## config.mk

```make
export PLATFORM = sky130hd
export DESIGN_NAME = pkt_gen_top
export DESIGN_NICKNAME = d
export VERILOG_FILES = /design/src/hdl/pkt_gen_pkg.sv /design/src/hdl/cmd_decoder.sv /design/src/hdl/frame_sequencer.sv /design/src/hdl/payload_source.sv /design/src/hdl/pkt_gen_top.sv
export SDC_FILE = /design/constraint.sdc
export NUM_CORES = 1
export LEC_CHECK = 0
export BUFFER_PORTS_ARGS = -buffer_cell sky130_fd_sc_hd__buf_2
export CORE_AREA = 2 2 243 245
export CTS_CLUSTER_DIAMETER = 60
export DETAILED_ROUTE_END_ITERATION = 12
export DIE_AREA = 0 0 245 247
export PLACE_DENSITY = 0.58
export SETUP_SLACK_MARGIN = 0.2
export SLEW_MARGIN = 25
export SYNTH_ARGS = -nofsm -noshare
export SYNTH_HDL_FRONTEND = slang
export SYNTH_HIERARCHICAL = 1
export SYNTH_SLANG_ARGS = --single-unit
```

## constraint.sdc

```tcl
create_clock -name clk -period 13.93 [get_ports clk]
set_clock_uncertainty 0.05 [all_clocks]
set_input_delay 1.393 -clock clk [delete_from_list [all_inputs] [get_ports clk]]
set_output_delay 1.393 -clock clk [all_outputs]
set_load 0.005 [all_outputs]
```

## src/hdl/pkt_gen_pkg.sv

```systemverilog
`default_nettype none

package pkt_gen_pkg;

    // --------------------
    // Datapath and framing
    // --------------------
    localparam int DATA_W      = 64;
    localparam int FRAME_WORDS = 1024;                // 8192 bytes per frame
    localparam int GAP_CYCLES  = 20;                  // Idle cycles between frames
    localparam int IDX_W       = $clog2(FRAME_WORDS);
    localparam int GAP_W       = $clog2(GAP_CYCLES);

    localparam logic [31:0] DEF_FRAME_COUNT = 32'd128;
    localparam logic [15:0] DEF_ERR_POS     = 16'd128;

    localparam logic [63:0] LFSR_SEED = 64'h0123456789ABCDEF;
    localparam logic [63:0] TEST_WORD = 64'h0A2E545345542E0A;  // "\n.TEST.\n"

    // --------------------
    // Command keywords
    // --------------------
    // ASCII text, first character in the lowest byte
    localparam logic [63:0] KEY_TRIGGER         = 64'h5F52454747495254;  // "TRIGGER_"
    localparam logic [31:0] KEY_RUN_TAG         = 32'h2E2E2E2E;          // "...."
    localparam logic [31:0] KEY_INIT            = 32'h54494E49;          // "INIT"
    localparam logic [31:0] KEY_FINI            = 32'h494E4946;          // "FINI"
    localparam logic [55:0] KEY_RANDOM          = 56'h5F4D4F444E4152;    // "RANDOM_"
    localparam logic [7:0]  KEY_LOOPLESS_E_CHAR = 8'h45;                 // "E"
    localparam logic [7:0]  KEY_D_CHAR          = 8'h44;                 // "D"
    localparam logic [31:0] KEY_PKT             = 32'h23544B50;          // "PKT#"
    localparam logic [31:0] KEY_ERR             = 32'h23525245;          // "ERR#"
    localparam logic [47:0] KEY_ERR_P           = 48'h23505F525245;      // "ERR_P#"

    // --------------------
    // Command word views
    // --------------------
    typedef struct packed {
        logic [31:0] arg;   // MSB first on the wire
        logic [31:0] key;
    } tag4_t;

    typedef struct packed {
        logic [15:0] arg;
        logic [47:0] key;
    } tag6_t;

    typedef struct packed {
        logic [7:0]  sel;   // Selector character
        logic [55:0] key;
    } tag7_t;

    typedef union packed {
        tag4_t       tag4;
        tag6_t       tag6;
        tag7_t       tag7;
        logic [63:0] whole;
    } cmd_word_u;

    // Generator configuration
    typedef struct packed {
        logic        run_en;
        logic        random_en;
        logic [31:0] frame_count;
        logic [31:0] err_every;     // 0 disables the test word
        logic [15:0] err_pos;
    } gen_cfg_t;

    typedef struct packed {
        logic [DATA_W-1:0] data;
        logic              last;
    } stream_t;

    typedef enum logic [1:0] {
        KIND_STAMP,
        KIND_HEADER,
        KIND_PAYLOAD,
        KIND_TEST
    } word_kind_e;

endpackage

`default_nettype wire

```

## src/hdl/cmd_decoder.sv

```systemverilog
`default_nettype none

module cmd_decoder import pkt_gen_pkg::*; (
    input  logic      clk,
    input  logic      rst,
    input  logic      cmd_valid,
    input  cmd_word_u cmd_data,
    input  logic      cmd_last,
    output gen_cfg_t  cfg,
    output logic      trigger
);

    logic        first;     // Next beat opens a command frame
    logic        accept;
    logic [31:0] arg4;
    logic [15:0] arg6;

    assign accept = cmd_valid && first;

    // Arguments come in most significant byte first
    assign arg4 = {<<8{cmd_data.tag4.arg}};
    assign arg6 = {<<8{cmd_data.tag6.arg}};

    // --------------------
    // Frame start tracking
    // --------------------
    always_ff @(posedge clk) begin
        if (rst) begin
            first <= 1'b1;
        end else if (cmd_valid) begin
            first <= cmd_last;
        end
    end

    // --------------------
    // Keyword decode
    // --------------------
    always_ff @(posedge clk) begin
        if (rst) begin
            trigger <= 1'b0;
            cfg     <= '{
                run_en:      1'b0,
                random_en:   1'b0,
                frame_count: DEF_FRAME_COUNT,
                err_every:   32'd0,
                err_pos:     DEF_ERR_POS
            };
        end else begin
            trigger <= 1'b0;
            if (accept) begin
                // Back to back triggers collapse into one pulse
                if (cmd_data.whole == KEY_TRIGGER) begin
                    trigger <= !trigger;
                end

                // Start / stop
                if (cmd_data.tag4.key == KEY_RUN_TAG) begin
                    if (cmd_data.tag4.arg == KEY_INIT) begin
                        cfg.run_en <= 1'b1;
                    end else if (cmd_data.tag4.arg == KEY_FINI) begin
                        cfg.run_en <= 1'b0;
                    end
                end

                if (cmd_data.tag7.key == KEY_RANDOM) begin
                    if (cmd_data.tag7.sel == KEY_LOOPLESS_E_CHAR) begin
                        cfg.random_en <= 1'b1;
                    end else if (cmd_data.tag7.sel == KEY_D_CHAR) begin
                        cfg.random_en <= 1'b0;
                    end
                end

                if (cmd_data.tag4.key == KEY_PKT) begin
                    cfg.frame_count <= arg4;     // Frames per burst
                end
                if (cmd_data.tag4.key == KEY_ERR) begin
                    cfg.err_every <= arg4;
                end
                if (cmd_data.tag6.key == KEY_ERR_P) begin
                    cfg.err_pos <= arg6;         // Word index of the test word
                end
            end
        end
    end

    // --------------------
    // Checks
    // --------------------
    a_trigger_single : assert property (
        @(posedge clk) disable iff (rst)
        trigger |=> !trigger
    ) else $error("trigger high on two consecutive cycles");

endmodule

`default_nettype wire

```

## src/hdl/frame_sequencer.sv

```systemverilog
`default_nettype none

module frame_sequencer import pkt_gen_pkg::*; (
    input  logic              clk,
    input  logic              rst,
    input  gen_cfg_t          cfg,
    input  logic              trigger,
    input  logic [DATA_W-1:0] word,
    output stream_t           out,
    output logic              out_valid,
    input  logic              out_ready,
    output logic              busy,
    output word_kind_e        kind,
    output logic [31:0]       frame_idx,
    output logic              load,
    output logic              burst_done
);

    typedef enum logic [1:0] {
        S_IDLE,
        S_STREAM,
        S_GAP
    } state_e;

    state_e           state;
    logic [IDX_W-1:0] idx;       // Word on the output
    logic [IDX_W-1:0] next_idx;
    logic [GAP_W-1:0] gap_cnt;
    logic [31:0]      err_cnt;   // frame_idx + 1 modulo err_every
    logic             last_q;
    logic             fire;
    logic             frame_end;
    logic             burst_end;
    logic             start;
    logic             restart;
    logic             test_frame;

    assign fire       = out_valid && out_ready;
    assign frame_end  = fire && (idx == IDX_W'(FRAME_WORDS - 1));
    assign burst_end  = frame_end &&
                        ((frame_idx + 32'd1 >= cfg.frame_count) || !cfg.run_en);
    assign start      = (state == S_IDLE) && trigger && cfg.run_en;
    assign restart    = (state == S_GAP) && (gap_cnt == GAP_W'(GAP_CYCLES - 1));
    assign next_idx   = (state == S_STREAM) ? idx + 1'b1 : '0;
    assign test_frame = (cfg.err_every != 32'd0) && (err_cnt == cfg.err_every);

    // Next word is fetched as the current one leaves
    assign load       = start || restart || (fire && !frame_end);
    assign burst_done = burst_end;
    assign busy       = (state != S_IDLE);

    assign out.data = word;
    assign out.last = last_q;

    // --------------------
    // Word kind per index
    // --------------------
    always_comb begin
        if (next_idx == '0 || next_idx == IDX_W'(FRAME_WORDS - 1)) begin
            kind = KIND_STAMP;
        end else if (next_idx == IDX_W'(1)) begin
            kind = KIND_HEADER;
        end else if (test_frame && (16'(next_idx) == cfg.err_pos)) begin
            kind = KIND_TEST;
        end else begin
            kind = KIND_PAYLOAD;
        end
    end

    // --------------------
    // Burst / frame FSM
    // --------------------
    always_ff @(posedge clk) begin
        if (rst) begin
            state     <= S_IDLE;
            out_valid <= 1'b0;
            idx       <= '0;
            last_q    <= 1'b0;
            gap_cnt   <= '0;
            frame_idx <= 32'd0;
            err_cnt   <= 32'd1;
        end else begin
            case (state)
                S_IDLE: begin
                    if (start) begin  // Triggers while busy never get here
                        state     <= S_STREAM;
                        out_valid <= 1'b1;
                        idx       <= '0;
                        last_q    <= 1'b0;
                        frame_idx <= 32'd0;
                        err_cnt   <= 32'd1;
                    end
                end
                S_STREAM: begin
                    if (frame_end) begin
                        out_valid <= 1'b0;
                        last_q    <= 1'b0;
                        gap_cnt   <= '0;
                        if (burst_end) begin
                            state <= S_IDLE;
                        end else begin
                            state     <= S_GAP;
                            frame_idx <= frame_idx + 32'd1;
                            err_cnt   <= (err_cnt >= cfg.err_every) ? 32'd1 : err_cnt + 32'd1;
                        end
                    end else if (fire) begin
                        idx    <= next_idx;
                        last_q <= (next_idx == IDX_W'(FRAME_WORDS - 1));
                    end
                end
                S_GAP: begin
                    if (restart) begin
                        state     <= S_STREAM;
                        out_valid <= 1'b1;   // Start stamp loads this cycle
                        idx       <= '0;
                    end else begin
                        gap_cnt <= gap_cnt + 1'b1;
                    end
                end
                default: begin
                    state <= S_IDLE;
                end
            endcase
        end
    end

    // --------------------
    // Checks
    // --------------------
    a_hold_beat : assert property (
        @(posedge clk) disable iff (rst)
        out_valid && !out_ready |=> out_valid && $stable(out)
    ) else $error("output beat changed while stalled");

    a_last_pos : assert property (
        @(posedge clk) disable iff (rst)
        out_valid && out.last |-> idx == IDX_W'(FRAME_WORDS - 1)
    ) else $error("last flag away from the final word");

endmodule

`default_nettype wire

```

## src/hdl/payload_source.sv

```systemverilog
`default_nettype none

module payload_source import pkt_gen_pkg::*; (
    input  logic              clk,
    input  logic              rst,
    input  gen_cfg_t          cfg,
    input  word_kind_e        kind,
    input  logic [31:0]       frame_idx,
    input  logic              load,
    input  logic              burst_done,
    output logic [DATA_W-1:0] word
);

    logic [63:0] timestamp;
    logic [63:0] pattern;    // Counting payload
    logic [63:0] lfsr;
    logic        feedback;
    logic        use_pattern;
    logic        use_lfsr;

    // x^64 + x^63 + x^61 + x^60 + 1
    assign feedback = lfsr[63] ^ lfsr[62] ^ lfsr[60] ^ lfsr[59];

    assign use_pattern = load && (kind == KIND_PAYLOAD) && !cfg.random_en;
    assign use_lfsr    = load && (kind == KIND_PAYLOAD) && cfg.random_en;

    // --------------------
    // Generators
    // --------------------
    always_ff @(posedge clk) begin
        if (rst) begin
            timestamp <= 64'd0;
            pattern   <= 64'd0;
            lfsr      <= LFSR_SEED;
        end else begin
            timestamp <= timestamp + 64'd1;  // Free running

            if (burst_done) begin
                pattern <= 64'd0;
            end else if (use_pattern) begin
                pattern <= pattern + 64'd1;
            end

            // Advances per random word only, kept across bursts
            if (use_lfsr) begin
                lfsr <= {lfsr[62:0], feedback};
            end
        end
    end

    // --------------------
    // Output word
    // --------------------
    always_ff @(posedge clk) begin
        if (load) begin
            case (kind)
                KIND_STAMP:   word <= timestamp;
                KIND_HEADER:  word <= {frame_idx, cfg.frame_count};
                KIND_TEST:    word <= TEST_WORD;
                KIND_PAYLOAD: word <= cfg.random_en ? lfsr : pattern;
                default:      word <= pattern;
            endcase
        end
    end

endmodule

`default_nettype wire

```

## src/hdl/pkt_gen_top.sv

```systemverilog
`default_nettype none

module pkt_gen_top import pkt_gen_pkg::*; (
    input  logic              clk,
    input  logic              rst,

    // Received command payload
    input  logic              cmd_valid,
    input  logic [DATA_W-1:0] cmd_data,
    input  logic              cmd_last,

    // Generated frames
    output logic [DATA_W-1:0] out_data,
    output logic              out_last,
    output logic              out_valid,
    input  logic              out_ready,

    // Board LEDs
    output logic              busy,
    output logic              run_en
);

    gen_cfg_t          cfg;
    logic              trigger;
    word_kind_e        kind;
    logic [31:0]       frame_idx;
    logic              load;
    logic              burst_done;
    logic [DATA_W-1:0] word;
    stream_t           out;

    assign out_data = out.data;
    assign out_last = out.last;
    assign run_en   = cfg.run_en;

    cmd_decoder u_decoder (
        .clk       (clk),
        .rst       (rst),
        .cmd_valid (cmd_valid),
        .cmd_data  (cmd_data),
        .cmd_last  (cmd_last),
        .cfg       (cfg),
        .trigger   (trigger)
    );

    frame_sequencer u_sequencer (
        .clk        (clk),
        .rst        (rst),
        .cfg        (cfg),
        .trigger    (trigger),
        .word       (word),
        .out        (out),
        .out_valid  (out_valid),
        .out_ready  (out_ready),
        .busy       (busy),
        .kind       (kind),
        .frame_idx  (frame_idx),
        .load       (load),
        .burst_done (burst_done)
    );

    payload_source u_payload (
        .clk        (clk),
        .rst        (rst),
        .cfg        (cfg),
        .kind       (kind),
        .frame_idx  (frame_idx),
        .load       (load),
        .burst_done (burst_done),
        .word       (word)
    );

endmodule

`default_nettype wire

```

==> metrics.yaml <==
hold_slack_ps: 416.7
vdd_drop_max_v: 0.00009233
hold_viol: 0
relSlewSlack_pct: 27.72
finalCriticalPeriod_ps: 5329
synthAdderAreaFrac_pct: 3.806
crit_start: "u_sequencer/frame_idx[2]"
synth_edf_count: 64
diodes: 0
numPortBuffers: 136
dp_hpwl_um: 52310
endpoint: "u_sequencer/frame_idx[28]"
ys_ff_latch: 423
clkPwrFrac_pct: 51.9
synth_top_area_share_pct: 31.23
worst_pin_slew_ps: 1078
area_growth_pct: 11.39
dr_total_vias: 20707
syn_area_per_cell_um2: 8.269
ios: 137
maxCapViolations: 0
die-area_mm2: 0.06052
synth_top_family_by_area: "simple AND/OR/NAND/NOR gates"
slew_viol_final: 0
insertion_delay_ps: 610
critPathKind: "reg2reg"
die_h_um: 247
p_sw_mw: 0.6145
fin_crit_sh_pct: 38.25
core-area_mm2: 0.05824
reg2reg_slack_ps: 8600
power_frac_seq_pct: 45.7
cts_tree: "done"
regToRegEndpoint: "u_sequencer/frame_idx[28]"
pre_cts_ws_ps: 8702
fin_ws_ps: 8601
hp-class: "reg2reg"
clock_path_buffers: 3
timing.critical_path.required_ps: 14370
first_pass_iters: 6
yosysUniqueCellTypes: 77
place_congestion: 0.9501
synth_sequential_area_ratio_pct: 39.58
utilization_pct: 44.02
synthCells: 2783
viasPerCell: 5.762
grt_pass1_vias: 19719
grt_util_all_layers_pct: 23.47
cp-start-kind: "flop"
power.density_mw_per_mm2: 106.7
leakagePower_nw: 8.495
cts_root_buf: "clkbuf_16"
synth_nets: 2922
wl_per_cell_um: 20.23
synth_mux_area_share_pct: 4.393
ys_warn_count: 6
max_freq_ghz: 0.1877
syn_area_mm2: 0.02301
numCtsBuffers: 52
finalSetupViolCount: 0
wl_um: 72720
crit_arrival_ps: 5770
grt_max_degree: 151
grt_antenna_before_repair: 0
synth_area_leader_cell: "dfxtp_1"
synth_xor_area_share_pct: 3.866
rsz0062_at_grt: "no"
fin_setup_tns_ps: 0
fin_nets: 2918
path_max_fanout: 51
status: "finished clean"
rr_startpoint: "u_sequencer/frame_idx[2]"
synth_compound_area_share_pct: 15.92
synth_async_sr_flop_share_pct: 0
synth_ff_type: "dfxtp_1"
dieWidth_um: 245
holdBufCountCts: 0
yosys-top-cells-area: "dfxtp_1, edfxtp_1, nand2_1, a21oi_1, mux2i_1"
clock_sinks: 423
antenna_left: 0
start_util_pct: 39.51
internal_power_mw: 2.120
cts_resized: 0
drive_above_1_share_pct: 10.35
combPwrFrac_pct: 2.4
drc_errors: 0
fp-row-count: 89
switching_share_pct: 22.47
yosys.area_share.simple_pct: 25.52
cp-end-kind: "flop"
drt_iter0_drc: 1796
grt_overflow: 0
grt_first_pass_wirelength_um: 112600
htreeDepth: 2
path_clk_slew_ps: 60
r2r_cells: 12
post_cts_buffers: 0
-- critical path, cell delays in order (launching register included) --
cell	delay [ps]
dfxtp_1	490
nand4_1	210
or4_1	730
nor4_4	480
nand3_1	170
xnor2_1	190
ha_1	300
nand4_1	130
o31ai_1	780
a2111o_1	210
buf_4	510
nand2_1	540
a311oi_1	410
-- sequential cells by signal, indices dropped and copies added, names as in the netlist --
| register | count |
|---|---|
| u_sequencer/frame_idx | 32 |
| u_payload/word | 64 |
| u_payload/lfsr | 64 |
| u_sequencer/err_cnt | 32 |
| u_sequencer/out_valid | 1 |
| u_sequencer/gap_cnt | 5 |
| u_payload/pattern | 64 |
| u_decoder/cfg | 82 |
| u_sequencer/last_q | 1 |
| u_payload/timestamp | 64 |
| u_decoder/first | 1 |
| u_sequencer/state | 2 |
| u_sequencer/idx | 10 |
| u_decoder/trigger | 1 |
-- synthesized netlist by cell type (6+ instances only) --
master	instances
o211ai_1	24
nor4_1	36
nor2b_1	6
a21o_1	12
and3_1	18
o31ai_1	30
and4_1	8
buf_1	14
mux2i_1	101
or3_1	79
o21ai_1	16
nand2_1	380
a21oi_1	234
or4_1	37
and2_1	12
nand4_1	93
xnor2_1	41
nor3_1	34
a31oi_1	12
xor2_1	58
o32ai_1	28
or2_2	8
nor2_1	196
clkbuf_1	124
o22a_1	26
o21ai_0	145
a311oi_1	13
nand3_1	123
buf_2	13
a22oi_1	31
nand3b_1	35
nand4b_1	8
edfxtp_1	64
buf_4	66
dfxtp_1	359
inv_1	122
ha_1	70
or4b_1	6
nand2b_1	20
-- power groups by stage --
stage               clock network (mW)  logic [mW]  registers [mW]
CTS                               1.45      0.0643            1.25
global placement                     0      0.0636            1.28
global route                      1.49      0.0692            1.25
floorplan                            0      0.0338            1.27
detailed placement                   0      0.0642            1.28
finish                            1.42      0.0649            1.25
-- worst min path at each step --
stage | startpoint | end | slack [ps] | cells past startpoint
finish | u_payload/lfsr[43] | u_payload/lfsr[44] | 420 | 2
global route | u_payload/lfsr[28] | u_payload/lfsr[28] | 440 | 2
CTS | u_payload/lfsr[43] | u_payload/lfsr[44] | 420 | 2
detailed placement | u_payload/lfsr[43] | u_payload/lfsr[44] | 410 | 2
global placement | u_payload/lfsr[19] | u_payload/lfsr[20] | 400 | 2
floorplan | u_payload/timestamp[0] | u_payload/timestamp[0] | 390 | 1
-- cell usage in the layout, fill, tap and decap left out, types with 55 or more instances in the layout --
master and count:
a21oi_1 233, buf_2 135, clkbuf_16 55, dfxtp_1 358, edfxtp_1 64, ha_1 70
inv_1 122, mux2i_1 101, nand2_1 379, nand3_1 123, nand4_1 93, nor2_1 196
o21ai_0 145, or3_1 78, xor2_1 58
-- logic make-up (layout without fill, tap and decap cells) --
group | count (synthesis) | after routing
AOI/OAI and AO/OA | 601 | 601
xor gates and xnor gates | 100 | 100
adders and majority gates | 70 | 70
buffers and inverters | 345 | 383
DFF | 423 | 423
muxes | 101 | 101
and+or+nand+nor | 1143 | 1143
-- layer usage --
| layer | wire length, um | vias up | part of all wire [%] | track usage (%) |
|---|---|---|---|---|
| met5 | 0 | - | 0 | 0 |
| met2 | 34550 | 630 | 48 | 39.87 |
| met4 | 2623 | 0 | 3.6 | 9.003 |
| met3 | 4091 | 123 | 5.6 | 3.332 |
| li1 | - | 9982 | - | - |
| met1 | 31460 | 9972 | 43 | 30.11 |
-- per-stage QoR --
stage | power [mW] | std cells | cell area [um^2]
3_3_place_gp | 1.340 | 3496 | 23790
6_report | 2.735 | 3594 | 25630
4_1_cts | 2.762 | 3593 | 25620
5_1_grt | 2.811 | 3594 | 25630
3_5_place_dp | 1.340 | 3497 | 23800
2_1_floorplan | 1.307 | 2783 | 23010
-- cell type report --
| type | instances | area [um^2] |
|---|---|---|
| Sequential cell | 423 | 9112 |
| Tap cell | 773 | 967.2 |
| Multi-Input combinational cell | 2015 | 12370 |
| Timing Repair Buffer | 164 | 912.1 |
| Clock buffer | 75 | 1562 |
| Clock inverter | 21 | 252.7 |
| Inverter | 123 | 461.7 |
| Fill cell | 5824 | 32610 |
Note: power is estimated with default switching activity, not from simulation.
